===== config.mk =====
export PLATFORM = sky130hd
export DESIGN_NAME = jtag_dtm_top
export DESIGN_NICKNAME = d
export VERILOG_FILES = /design/src/dtm_pkg.sv /design/src/dmi_if.sv /design/src/tap_fsm.sv /design/src/tap_scan_regs.sv /design/src/dmi_tracker.sv /design/src/dmi_reg_target.sv /design/src/jtag_dtm_top.sv
export SDC_FILE = /design/constraint.sdc
export NUM_CORES = 1
export LEC_CHECK = 0
export BUFFER_PORTS_ARGS = -buffer_cell sky130_fd_sc_hd__clkbuf_2
export CAP_MARGIN = 20
export CORE_MARGIN = 2
export CORE_UTILIZATION = 55
export DETAILED_ROUTE_END_ITERATION = 7
export GPL_ROUTABILITY_DRIVEN = 1
export HOLD_SLACK_MARGIN = 0.1
export PLACE_DENSITY = 0.75
export SLEW_MARGIN = 20
export SYNTH_ARGS = -nofsm -noshare
export SYNTH_HDL_FRONTEND = slang
export SYNTH_SLANG_ARGS = --single-unit

===== constraint.sdc =====
create_clock -name tck -period 3.9 [get_ports tck]
set_input_delay 0.195 -clock tck [delete_from_list [all_inputs] [get_ports tck]]
set_output_delay 0.195 -clock tck [all_outputs]
set_load 0.05 [all_outputs]

===== src/dtm_pkg.sv =====
// jtag debug transport definitions
package dtm_pkg;

	// ********************
	// dmi word layout
	localparam int dmi_addr_bits = 7;
	localparam int dmi_data_bits = 32;
	localparam int dmi_op_bits = 2;
	localparam int dmi_word_bits = dmi_addr_bits + dmi_data_bits + dmi_op_bits;

	localparam int ir_bits = 5;

	localparam logic [31:0] jtag_idcode = 32'h1d5e_0c3b;

	// dtmcs fields
	localparam logic [2:0] dtmcs_idle = 3'd7;
	localparam logic [3:0] dtmcs_version = 4'd1;
	localparam logic [5:0] dtmcs_abits = 6'(dmi_addr_bits);

	// target response latency in tck cycles
	localparam int dmi_ack_delay = 6;
	localparam int ack_cnt_bits = $clog2(dmi_ack_delay + 1);

	// ********************
	// tap states, dr states have bit 3 set
	typedef enum logic [3:0] {
		st_test_logic_reset = 4'b0000,
		st_select_ir_scan   = 4'b0001,
		st_capture_ir       = 4'b0010,
		st_shift_ir         = 4'b0011,
		st_exit1_ir         = 4'b0100,
		st_pause_ir         = 4'b0101,
		st_exit2_ir         = 4'b0110,
		st_update_ir        = 4'b0111,
		st_run_test_idle    = 4'b1000,
		st_select_dr_scan   = 4'b1001,
		st_capture_dr       = 4'b1010,
		st_shift_dr         = 4'b1011,
		st_exit1_dr         = 4'b1100,
		st_pause_dr         = 4'b1101,
		st_exit2_dr         = 4'b1110,
		st_update_dr        = 4'b1111
	} tap_state_t;

	// instructions, anything else is bypass
	localparam logic [ir_bits-1:0] ir_idcode = 5'b00001;
	localparam logic [ir_bits-1:0] ir_dtmcs = 5'b10000;
	localparam logic [ir_bits-1:0] ir_dmi = 5'b10001;

	typedef enum logic [1:0] {
		dmi_nop       = 2'd0,
		dmi_read      = 2'd1,
		dmi_write     = 2'd2,
		dmi_busy_resp = 2'd3
	} dmi_op_t;

	typedef struct packed {
		logic [dmi_addr_bits-1:0] addr;
		logic [dmi_data_bits-1:0] data;
		dmi_op_t op;
	} dmi_word_t;

endpackage


===== src/dmi_if.sv =====
// dmi request channel
`timescale 1ns/1ps

interface dmi_if;

	logic req;
	logic [dtm_pkg::dmi_addr_bits-1:0] addr;
	logic [dtm_pkg::dmi_data_bits-1:0] wdata;
	dtm_pkg::dmi_op_t op;
	logic [dtm_pkg::dmi_data_bits-1:0] rdata;
	// single cycle pulse
	logic ack;

	modport initiator (output req, output addr, output wdata, output op,
		input rdata, input ack);

	modport target (input req, input addr, input wdata, input op,
		output rdata, output ack);

endinterface


===== src/tap_fsm.sv =====
// tap controller
`timescale 1ns/1ps

module tap_fsm (
	input  logic tck,
	input  logic pwr_rst_n,
	input  logic tms,
	output dtm_pkg::tap_state_t state,
	output logic in_reset,
	output logic capture_dr,
	output logic shift_dr,
	output logic update_dr,
	output logic capture_ir,
	output logic shift_ir,
	output logic update_ir
);

	dtm_pkg::tap_state_t state_nxt;

	always_comb begin
		case (state)
			dtm_pkg::st_test_logic_reset: state_nxt = tms ? dtm_pkg::st_test_logic_reset : dtm_pkg::st_run_test_idle;
			dtm_pkg::st_run_test_idle:    state_nxt = tms ? dtm_pkg::st_select_dr_scan : dtm_pkg::st_run_test_idle;
			dtm_pkg::st_select_dr_scan:   state_nxt = tms ? dtm_pkg::st_select_ir_scan : dtm_pkg::st_capture_dr;
			dtm_pkg::st_capture_dr:       state_nxt = tms ? dtm_pkg::st_exit1_dr : dtm_pkg::st_shift_dr;
			dtm_pkg::st_shift_dr:         state_nxt = tms ? dtm_pkg::st_exit1_dr : dtm_pkg::st_shift_dr;
			dtm_pkg::st_exit1_dr:         state_nxt = tms ? dtm_pkg::st_update_dr : dtm_pkg::st_pause_dr;
			dtm_pkg::st_pause_dr:         state_nxt = tms ? dtm_pkg::st_exit2_dr : dtm_pkg::st_pause_dr;
			dtm_pkg::st_exit2_dr:         state_nxt = tms ? dtm_pkg::st_update_dr : dtm_pkg::st_shift_dr;
			dtm_pkg::st_update_dr:        state_nxt = tms ? dtm_pkg::st_select_dr_scan : dtm_pkg::st_run_test_idle;
			dtm_pkg::st_select_ir_scan:   state_nxt = tms ? dtm_pkg::st_test_logic_reset : dtm_pkg::st_capture_ir;
			dtm_pkg::st_capture_ir:       state_nxt = tms ? dtm_pkg::st_exit1_ir : dtm_pkg::st_shift_ir;
			dtm_pkg::st_shift_ir:         state_nxt = tms ? dtm_pkg::st_exit1_ir : dtm_pkg::st_shift_ir;
			dtm_pkg::st_exit1_ir:         state_nxt = tms ? dtm_pkg::st_update_ir : dtm_pkg::st_pause_ir;
			dtm_pkg::st_pause_ir:         state_nxt = tms ? dtm_pkg::st_exit2_ir : dtm_pkg::st_pause_ir;
			dtm_pkg::st_exit2_ir:         state_nxt = tms ? dtm_pkg::st_update_ir : dtm_pkg::st_shift_ir;
			dtm_pkg::st_update_ir:        state_nxt = tms ? dtm_pkg::st_select_dr_scan : dtm_pkg::st_run_test_idle;
			// unknown encodings recover like the reset path
			default:                      state_nxt = tms ? dtm_pkg::st_test_logic_reset : dtm_pkg::st_run_test_idle;
		endcase
	end

	always_ff @(posedge tck or negedge pwr_rst_n) begin
		if (!pwr_rst_n) begin
			state <= dtm_pkg::st_test_logic_reset;
		end else begin
			state <= state_nxt;
		end
	end

	// ********************
	// state strobes
	assign in_reset = (state == dtm_pkg::st_test_logic_reset);
	assign capture_dr = (state == dtm_pkg::st_capture_dr);
	assign shift_dr = (state == dtm_pkg::st_shift_dr);
	assign update_dr = (state == dtm_pkg::st_update_dr);
	assign capture_ir = (state == dtm_pkg::st_capture_ir);
	assign shift_ir = (state == dtm_pkg::st_shift_ir);
	assign update_ir = (state == dtm_pkg::st_update_ir);

	// five tms-high edges reach reset from any state
	a_tms_reset: assert property (@(posedge tck) disable iff (!pwr_rst_n)
		tms [*5] |=> in_reset);

endmodule


===== src/tap_scan_regs.sv =====
// jtag scan registers
`timescale 1ns/1ps

module tap_scan_regs (
	input  logic tck,
	input  logic pwr_rst_n,
	input  logic tdi,
	output logic tdo,
	output logic tdo_out_en,
	input  logic in_reset,
	input  logic capture_dr,
	input  logic shift_dr,
	input  logic update_dr,
	input  logic capture_ir,
	input  logic shift_ir,
	input  logic update_ir,
	output logic update_dmi,
	output logic capture_dmi,
	output logic dtmcs_dmireset,
	output logic dtmcs_hardreset,
	output dtm_pkg::dmi_word_t shift_word,
	input  logic dmi_busy,
	input  logic pending,
	input  dtm_pkg::dmi_word_t resp_word
);

	logic [dtm_pkg::ir_bits-1:0] ir;
	logic [dtm_pkg::dmi_word_bits-1:0] sr;
	logic [dtm_pkg::dmi_word_bits-1:0] sr_nxt;
	logic [dtm_pkg::dmi_word_bits-1:0] cap_val;
	logic bypass_q;
	logic sel_idcode;
	logic sel_dtmcs;
	logic sel_dmi;
	logic sel_bypass;
	logic [1:0] dmistat;
	logic [31:0] dtmcs_val;
	dtm_pkg::dmi_word_t dmi_cap;

	assign sel_idcode = (ir == dtm_pkg::ir_idcode);
	assign sel_dtmcs = (ir == dtm_pkg::ir_dtmcs);
	assign sel_dmi = (ir == dtm_pkg::ir_dmi);
	assign sel_bypass = ~(sel_idcode | sel_dtmcs | sel_dmi);

	assign dmistat = dmi_busy ? 2'd3 : 2'd0;
	assign dtmcs_val = {14'd0, 2'b00, 1'b0, dtm_pkg::dtmcs_idle, dmistat,
		dtm_pkg::dtmcs_abits, dtm_pkg::dtmcs_version};

	// outstanding or blocked access reports busy in op
	always_comb begin
		dmi_cap = resp_word;
		if (dmi_busy || pending) begin
			dmi_cap.op = dtm_pkg::dmi_busy_resp;
		end
	end

	always_comb begin
		cap_val = '0;
		if (capture_ir) begin
			cap_val[dtm_pkg::ir_bits-1:0] = ir;
		end else if (sel_idcode) begin
			cap_val[31:0] = dtm_pkg::jtag_idcode;
		end else if (sel_dtmcs) begin
			cap_val[31:0] = dtmcs_val;
		end else if (sel_dmi) begin
			cap_val = dmi_cap;
		end
	end

	// ********************
	// capture and shift path
	always_comb begin
		sr_nxt = sr;
		if (capture_ir || capture_dr) begin
			sr_nxt = cap_val;
		end else if (shift_ir) begin
			sr_nxt = '0;
			sr_nxt[dtm_pkg::ir_bits-1:0] = {tdi, sr[dtm_pkg::ir_bits-1:1]};
		end else if (shift_dr && sel_dmi) begin
			sr_nxt = {tdi, sr[dtm_pkg::dmi_word_bits-1:1]};
		end else if (shift_dr && !sel_bypass) begin
			sr_nxt = '0;
			sr_nxt[31:0] = {tdi, sr[31:1]};
		end
	end

	always_ff @(posedge tck or negedge pwr_rst_n) begin
		if (!pwr_rst_n) begin
			sr <= '0;
		end else if (in_reset) begin
			sr <= '0;
		end else begin
			sr <= sr_nxt;
		end
	end

	always_ff @(posedge tck or negedge pwr_rst_n) begin
		if (!pwr_rst_n) begin
			ir <= dtm_pkg::ir_idcode;
		end else if (in_reset) begin
			ir <= dtm_pkg::ir_idcode;
		end else if (update_ir) begin
			ir <= sr[dtm_pkg::ir_bits-1:0];
		end
	end

	always_ff @(posedge tck or negedge pwr_rst_n) begin
		if (!pwr_rst_n) begin
			bypass_q <= 1'b0;
		end else if (capture_dr) begin
			bypass_q <= 1'b0;
		end else if (shift_dr) begin
			bypass_q <= tdi;
		end
	end

	// ********************
	// output on falling edge
	always_ff @(negedge tck or negedge pwr_rst_n) begin
		if (!pwr_rst_n) begin
			tdo <= 1'b0;
		end else if (shift_ir) begin
			tdo <= sr[0];
		end else if (shift_dr) begin
			tdo <= sel_bypass ? bypass_q : sr[0];
		end
	end

	always_ff @(negedge tck or negedge pwr_rst_n) begin
		if (!pwr_rst_n) begin
			tdo_out_en <= 1'b0;
		end else begin
			tdo_out_en <= shift_ir | shift_dr;
		end
	end

	assign update_dmi = update_dr & sel_dmi;
	assign capture_dmi = capture_dr & sel_dmi;
	assign dtmcs_dmireset = update_dr & sel_dtmcs & sr[16];
	assign dtmcs_hardreset = update_dr & sel_dtmcs & sr[17];
	assign shift_word = dtm_pkg::dmi_word_t'(sr);

	// enable set at the falling edge must match the state seen at the next rising edge
	a_oe_shift_only: assert property (@(posedge tck) disable iff (!pwr_rst_n)
		tdo_out_en |-> (shift_ir || shift_dr));

endmodule


===== src/dmi_tracker.sv =====
// dmi request tracker
`timescale 1ns/1ps

module dmi_tracker (
	input  logic tck,
	input  logic pwr_rst_n,
	input  logic update_dmi,
	input  logic capture_dmi,
	input  logic dtmcs_dmireset,
	input  logic dtmcs_hardreset,
	input  logic in_reset,
	input  dtm_pkg::dmi_word_t shift_word,
	output logic dmi_busy,
	output logic pending,
	output dtm_pkg::dmi_word_t resp_word,
	dmi_if.initiator dmi
);

	dtm_pkg::dmi_word_t req_word;
	logic start;
	logic is_access;
	logic busy_clr;

	assign is_access = (shift_word.op == dtm_pkg::dmi_read) ||
		(shift_word.op == dtm_pkg::dmi_write);
	assign start = update_dmi & ~dmi_busy;
	assign busy_clr = dtmcs_dmireset | dtmcs_hardreset | in_reset;
	assign pending = dmi.req;

	always_ff @(posedge tck) begin
		if (start) begin
			req_word <= shift_word;
		end
	end

	// level request, dropped on ack
	always_ff @(posedge tck or negedge pwr_rst_n) begin
		if (!pwr_rst_n) begin
			dmi.req <= 1'b0;
		end else if (dmi.ack || dtmcs_hardreset) begin
			dmi.req <= 1'b0;
		end else if (start && is_access) begin
			dmi.req <= 1'b1;
		end
	end

	// sticky until dmireset
	always_ff @(posedge tck or negedge pwr_rst_n) begin
		if (!pwr_rst_n) begin
			dmi_busy <= 1'b0;
		end else if (busy_clr) begin
			dmi_busy <= 1'b0;
		end else if (capture_dmi && dmi.req) begin
			dmi_busy <= 1'b1;
		end
	end

	always_ff @(posedge tck or negedge pwr_rst_n) begin
		if (!pwr_rst_n) begin
			resp_word <= '0;
		end else if (dmi.ack) begin
			resp_word.addr <= req_word.addr;
			resp_word.data <= dmi.rdata;
			resp_word.op <= dtm_pkg::dmi_nop;
		end
	end

	assign dmi.addr = req_word.addr;
	assign dmi.wdata = req_word.data;
	assign dmi.op = req_word.op;

	a_no_req_busy: assert property (@(posedge tck) disable iff (!pwr_rst_n)
		$rose(dmi.req) |-> $past(!dmi_busy));

endmodule


===== src/dmi_reg_target.sv =====
// dmi register file target
`timescale 1ns/1ps

module dmi_reg_target (
	input logic tck,
	input logic pwr_rst_n,
	dmi_if.target dmi
);

	logic [dtm_pkg::ack_cnt_bits-1:0] cnt;
	logic [dtm_pkg::dmi_data_bits-1:0] mem [4];
	logic hit;

	assign hit = dmi.req && !dmi.ack &&
		(cnt == dtm_pkg::ack_cnt_bits'(dtm_pkg::dmi_ack_delay));

	// counts from the first cycle req is seen
	always_ff @(posedge tck or negedge pwr_rst_n) begin
		if (!pwr_rst_n) begin
			cnt <= '0;
			dmi.ack <= 1'b0;
		end else begin
			dmi.ack <= hit;
			if (dmi.req && !dmi.ack && !hit) begin
				cnt <= cnt + 1'b1;
			end else begin
				cnt <= '0;
			end
		end
	end

	always_ff @(posedge tck or negedge pwr_rst_n) begin
		if (!pwr_rst_n) begin
			for (int i = 0; i < 4; i++) begin
				mem[i] <= '0;
			end
		end else if (hit && dmi.op == dtm_pkg::dmi_write) begin
			mem[dmi.addr[1:0]] <= dmi.wdata;
		end
	end

	// write echoes new data
	always_ff @(posedge tck) begin
		if (hit) begin
			dmi.rdata <= (dmi.op == dtm_pkg::dmi_write) ? dmi.wdata : mem[dmi.addr[1:0]];
		end
	end

endmodule


===== src/jtag_dtm_top.sv =====
// jtag debug transport top
`timescale 1ns/1ps

module jtag_dtm_top (
	input  logic tck,
	input  logic pwr_rst_n,
	input  logic tms,
	input  logic tdi,
	output logic tdo,
	output logic tdo_out_en,
	output logic dbg_wakeup_req
);

	dtm_pkg::tap_state_t tap_state;
	logic in_reset, capture_dr, shift_dr, update_dr;
	logic capture_ir, shift_ir, update_ir;
	logic update_dmi, capture_dmi, dtmcs_dmireset, dtmcs_hardreset;
	logic dmi_busy, pending;
	dtm_pkg::dmi_word_t shift_word;
	dtm_pkg::dmi_word_t resp_word;

	dmi_if dmi_bus ();

	tap_fsm tap_fsm_inst (.tck(tck), .pwr_rst_n(pwr_rst_n), .tms(tms), .state(tap_state),
		.in_reset(in_reset), .capture_dr(capture_dr), .shift_dr(shift_dr),
		.update_dr(update_dr), .capture_ir(capture_ir), .shift_ir(shift_ir),
		.update_ir(update_ir));

	tap_scan_regs tap_scan_regs_inst (.tck(tck), .pwr_rst_n(pwr_rst_n), .tdi(tdi),
		.tdo(tdo), .tdo_out_en(tdo_out_en), .in_reset(in_reset),
		.capture_dr(capture_dr), .shift_dr(shift_dr), .update_dr(update_dr),
		.capture_ir(capture_ir), .shift_ir(shift_ir), .update_ir(update_ir),
		.update_dmi(update_dmi), .capture_dmi(capture_dmi),
		.dtmcs_dmireset(dtmcs_dmireset), .dtmcs_hardreset(dtmcs_hardreset),
		.shift_word(shift_word), .dmi_busy(dmi_busy), .pending(pending),
		.resp_word(resp_word));

	dmi_tracker dmi_tracker_inst (.tck(tck), .pwr_rst_n(pwr_rst_n),
		.update_dmi(update_dmi), .capture_dmi(capture_dmi),
		.dtmcs_dmireset(dtmcs_dmireset), .dtmcs_hardreset(dtmcs_hardreset),
		.in_reset(in_reset), .shift_word(shift_word), .dmi_busy(dmi_busy),
		.pending(pending), .resp_word(resp_word), .dmi(dmi_bus.initiator));

	dmi_reg_target dmi_reg_target_inst (.tck(tck), .pwr_rst_n(pwr_rst_n),
		.dmi(dmi_bus.target));

	// wakeup latches once tap leaves reset
	always_ff @(posedge tck or negedge pwr_rst_n) begin
		if (!pwr_rst_n) begin
			dbg_wakeup_req <= 1'b0;
		end else begin
			dbg_wakeup_req <= dbg_wakeup_req | (tap_state != dtm_pkg::st_test_logic_reset);
		end
	end

endmodule


# Word level (Yosys, flattened, before mapping)
# Index checks and enable logic that the tools add are counted.
dict set report op_classes {
  addsub 1
  mul 0
  div_mod_pow 0
  magnitude_cmp 2
  eq_ne 22
  n_shift 0
  mux 46
  bitwise_logic 14
  reduce_logical 26
}
# cell count
set ops {}
lappend ops {{41-bit two-way mux} 6}
lappend ops {{32-bit two-way mux} 6}
lappend ops {{128-bit bitwise mux} 1}
lappend ops {{32-bit binary-select mux with 2-bit select} 1}
lappend ops {{32-bit demux with 2-bit select} 1}
lappend ops {{4-bit case mux with 12 select lines} 1}
lappend ops {{36-bit two-way mux} 1}
lappend ops {{4-bit == test (second input constant)} 8}
lappend ops {{9-bit two-way mux} 2}
lappend ops {{4-bit by 3-bit == test with 1-bit output (second input constant)} 4}
lappend ops {{3-bit two-way mux} 5}
lappend ops {{5-bit two-way mux} 3}
lappend ops {{2-bit two-way mux} 7}
lappend ops {{5-bit == test (second input constant)} 2}
lappend ops {{1-bit two-way mux} 10}
lappend ops {{2-bit nonzero test} 5}
lappend ops {{1-bit logical AND} 9}
lappend ops {{4-bit by 2-bit == test with 1-bit output (second input constant)} 2}
lappend ops {{4-bit two-way mux} 2}
lappend ops {{1-bit AND} 6}
lappend ops {{1-bit bitwise OR} 6}
lappend ops {{5-bit by 1-bit == test with 1-bit output (second input constant)} 1}
lappend ops {{5-bit nonzero test} 1}
lappend ops {{2-bit == test (second input constant)} 2}
lappend ops {{14 further kinds} 19}
dict set report totals {
  register_bits 300
  latchBits 0
  mem_bits_rw 0
  mem_bits_ro 0
  in_bits 4
  out_inout_bits 3
  wordCells 132
  n_memories 0
}

# Longest topological paths before layout
dict set report depth {
  ltp_word 9
  mapped_depth 8
  ltp_nobuf 6
}

# Cells and area by module
# Synthesis repeated with hierarchy kept, for this count alone.
dict set report hier_totals {
  cells_unflattened 925
  area_unflattened_um2 13153.9
}
# mod n_inst cells_per_inst area_per_inst_um2 seq_area_each_um2
set modules_own_cells {}
lappend modules_own_cells {dmi_reg_target 1 472 7210.7 4264.1}
lappend modules_own_cells {dmi_tracker 1 137 3007.9 2257.2}
lappend modules_own_cells {tap_scan_regs 1 276 2620.0 1227.4}
lappend modules_own_cells {tap_fsm 1 36 277.8 100.1}
lappend modules_own_cells {jtag_dtm_top 1 4 37.5 25.0}

==> flow_summary.json <==
{
  "rrSetupSlack_ns": 0.42,
  "yosys-top-cells-area": "dfrtp_1 (44%), edfxtp_1 (17%), mux2_2 (14%)",
  "tightest_slew_ns": 1.11,
  "critPathLaunchType": "flop",
  "die_w_um": 157,
  "critical_path_class": "flop to flop",
  "synthArstFlopShare_pct": 75.7,
  "p_int_w": 0.00556,
  "num_vias": 7415,
  "drive_gt1_share_pct": 32.5,
  "fp.dieH_um": 157,
  "track_usage_pct": 22.1,
  "portBuffers": 6,
  "synthXorXnorAreaFrac_pct": 0.0682,
  "p_clk_share_pct": 36.0,
  "p_leak_nw": 6.44,
  "synth_common_cells": "dfrtp_1 (224), mux2_2 (164), nand2_1 (112), edfxtp_1 (73), mux4_2 (32)",
  "power_density_nw_per_um2": 545,
  "fp.coreArea_sq_um": 22800,
  "status": "finished clean",
  "post_synth.cell_area_avg_sq_um": 14.4,
  "route.detailed.drc": 0,
  "hold_path.class": "primary input to asynchronous set/reset pin",
  "ys.flop_type": "dfrtp_1",
  "ys_types": 63,
  "max-cap-violations": 0,
  "synthToLayoutAreaGrowth_pct": 10.3,
  "synthCells": 889,
  "setup_viol": 0,
  "globalplace.congestion": 0.829,
  "drv_slew": 0,
  "ant_nets": 0,
  "crit_end": "tap_scan_regs_inst.tdo",
  "synth_edf_count": 73,
  "crit_required_ns": 2.33,
  "synth_area_leader_cell": "dfrtp_1",
  "synth_top_area_share_pct": 43.7,
  "numCtsBuffers": 29,
  "synth_most_common_cell": "dfrtp_1",
  "sw_frac_of_total_pct": 28.0,
  "cp-end-kind": "flop",
  "grt_max_degree": 69,
  "synthMuxAreaShare_pct": 22.3,
  "ctsLongestPathBuffers": 3,
  "ioPinCount": 7,
  "grt-ovfl-total": 0,
  "synth_compound_area_share_pct": 5.25,
  "fin_worst_skew_ns": 0.0105,
  "path_cells": "or3_1, o32ai_1, mux2i_1, a21oi_1",
  "syn_nets": 895,
  "yosys.area_share.adder_pct": 0.195,
  "cts_root_buf": "clkbuf_16",
  "r2r-start": "tap_scan_regs_inst.ir[1]",
  "r2r_end": "tap_scan_regs_inst.tdo",
  "wl_um": 25800,
  "row_count": 55,
  "cts_resized": 0,
  "combPwrFrac_pct": 17.2,
  "p_total_w": 0.00772,
  "ys_ff_latch": 300,
  "clk_latency_ns": 0.55,
  "p_seq_share_pct": 46.7,
  "start_util_pct": 56.4,
  "yosys_warnings": 0,
  "viasPerCell": 6.02,
  "antenna_cells": 0,
  "cts_setup_buffers": 0,
  "grt_first_pass_wirelength_um": 42300,
  "cp_max_fo": 5,
  "syn_area_sq_um": 12800,
  "dr.first_iter.drc_count": 624,
  "die_area_sq_um": 24600,
  "crit_start": "tap_scan_regs_inst.ir[1]",
  "synth-seq-area-share_pct": 61.3,
  "reg2reg_depth": 4,
  "cts.reportedPaths.clkPinSlew_ns": 0.06,
  "crit_arrival_ns": 1.91,
  "fillers": 1650,
  "critPathSlowestCell": "dfrtp_1",
  "fin_setup_tns_ns": 0,
  "cts_hold_buf": 3,
  "rsz0062_at_grt": "no",
  "switchingPower_w": 0.00216,
  "synth_top_family_by_area": "multiplexers",
  "grt_pass1_vias": 7601,
  "detailed_place_hpwl_um": 14600,
  "final_net_count": 902,
  "antenna_found_initial": 0,
  "ctsHtreeMaxLevel": 1,
  "drtPass1Iterations": 7,
  "critPathMaxStageDelay_ns": 0.45,
  "avgRoutedWirePerCell_um": 21.0,
  "slew_headroom_pct": 26.3,
  "ir_worst_vdd_v": 0.000327,
  "synthSimpleGateAreaFrac_pct": 8.17,
  "cts_sinks": 300,
  "hold_viol": 0,
  "cts_tree": "done"
}
## metal layers
metal  routed length [um]  share of wire, %  up-vias  track usage (%)
met1                11600                45     3906             31.1
met3                 1170               4.5       35             2.99
li1                     -                 -     3287                -
met4                  484               1.9        0             5.68
met2                12600                49      187             36.7
met5                    0                 0        -                0
## layout by cell type (no fill, tap or decap), types with 5 or more instances in the layout
| master | netlist | layout |
|---|---|---|
| o21ai_0 | 9 | 9 |
| mux2_1 | 9 | 9 |
| o22ai_1 | 6 | 6 |
| mux2_4 | 10 | 10 |
| nand2_1 | 112 | 112 |
| nor2_1 | 22 | 22 |
| a21oi_1 | 12 | 12 |
| clkinv_2 | 0 | 6 |
| nor3_1 | 5 | 5 |
| clkbuf_16 | 0 | 32 |
| clkbuf_2 | 0 | 5 |
| mux2_2 | 164 | 164 |
| nor2b_1 | 14 | 13 |
| o2bb2ai_1 | 17 | 17 |
| edfxtp_1 | 73 | 73 |
| a22oi_1 | 15 | 15 |
| nand3_1 | 19 | 19 |
| dfrtp_1 | 224 | 223 |
| clkbuf_1 | 24 | 10 |
| mux4_2 | 32 | 32 |
| o21ai_1 | 7 | 6 |
| buf_4 | 7 | 22 |
| inv_1 | 7 | 7 |
| o211ai_1 | 5 | 5 |
## critical path: cells and delay by family, from the launching register on
family             cells  cell delay [ns]
muxes                  1             0.22
DFF                    1             0.45
AOI/OAI and AO/OA      2             0.27
and+or+nand+nor        1             0.43
## power groups by stage
stage / sequential (W) / combinational [W] / clock [W]
2_1_floorplan: 0.00362 / 0.00103 / 0
6_report: 0.00361 / 0.00133 / 0.00278
3_5_place_dp: 0.00366 / 0.00132 / 0
3_3_place_gp: 0.00366 / 0.00130 / 0
4_1_cts: 0.00361 / 0.00133 / 0.00283
5_1_grt: 0.00363 / 0.00146 / 0.00295
## sequential cells by signal (all words and copies together) (netlist names)
register and cells:
dmi_reg_target_inst.mem 128, tap_scan_regs_inst.bypass_q 1, dmi_reg_target_inst.dmi.ack 1, tap_scan_regs_inst.shift_word 41, tap_scan_regs_inst.ir 5, dmi_reg_target_inst.cnt 3, dmi_tracker_inst.resp_word 39, dmi_reg_target_inst.dmi.rdata 32
tap_scan_regs_inst.tdo_out_en 1, tap_fsm_inst.state 4, dbg_wakeup_req 1, dmi_tracker_inst.dmi_busy 1, tap_scan_regs_inst.tdo 1, dmi_tracker_inst.dmi.addr 7, dmi_tracker_inst.dmi.op 2, dmi_tracker_inst.dmi.req 1
dmi_tracker_inst.dmi.wdata 32
## cell families after synthesis
| kind of cell | count (synthesis) |
|---|---|
| XOR/XNOR | 1 |
| buffers and inverters | 64 |
| multiplexers | 219 |
| AO/OA/AOI/OAI | 94 |
| adder cells (fa/ha/maj) | 2 |
| AND/OR/NAND/NOR | 209 |
| flip-flops | 300 |
## worst min path at each step
| stage | from | end | slack [ns] | cells past startpoint |
|---|---|---|---|---|
| final | pwr_rst_n | dmi_reg_target_inst.mem[30] | 0.13 | 2 |
| after global routing | pwr_rst_n | dmi_reg_target_inst.mem[62] | 0.16 | 2 |
| after CTS | pwr_rst_n | tap_scan_regs_inst.shift_word[17] | 0.14 | 2 |
| after detailed placement | pwr_rst_n | tap_scan_regs_inst.shift_word[17] | 0.12 | 1 |
| after global placement | pwr_rst_n | tap_scan_regs_inst.shift_word[17] | 0.13 | 1 |
| after floorplan | pwr_rst_n | dbg_wakeup_req | -0.10 | 0 |
## per-stage QoR
stage	instances	hold WS (ns)	util, %	area [sq um]	setup WS (ns)
2_1_floorplan	889	-0.101	-	12800	0.0492
3_3_place_gp	1175	0.126	57.9	13200	0.471
3_5_place_dp	1175	0.124	57.9	13200	0.436
4_1_cts	1231	0.142	62.2	14200	0.416
5_1_grt	1231	0.162	62.2	14200	0.361
6_report	1231	0.134	62.2	14200	0.420
## cell type report
type	instances	area, sq um	area share, %
multi-input combinational	525	4640	32.8
sequential	300	7880	55.6
inverter	7	26.3	0.186
timing repair buffer	33	275	1.94
clock inverter	8	66.3	0.468
clock buffer	45	880	6.21
tap	313	392	2.77
(Power assumes the default switching activity.)
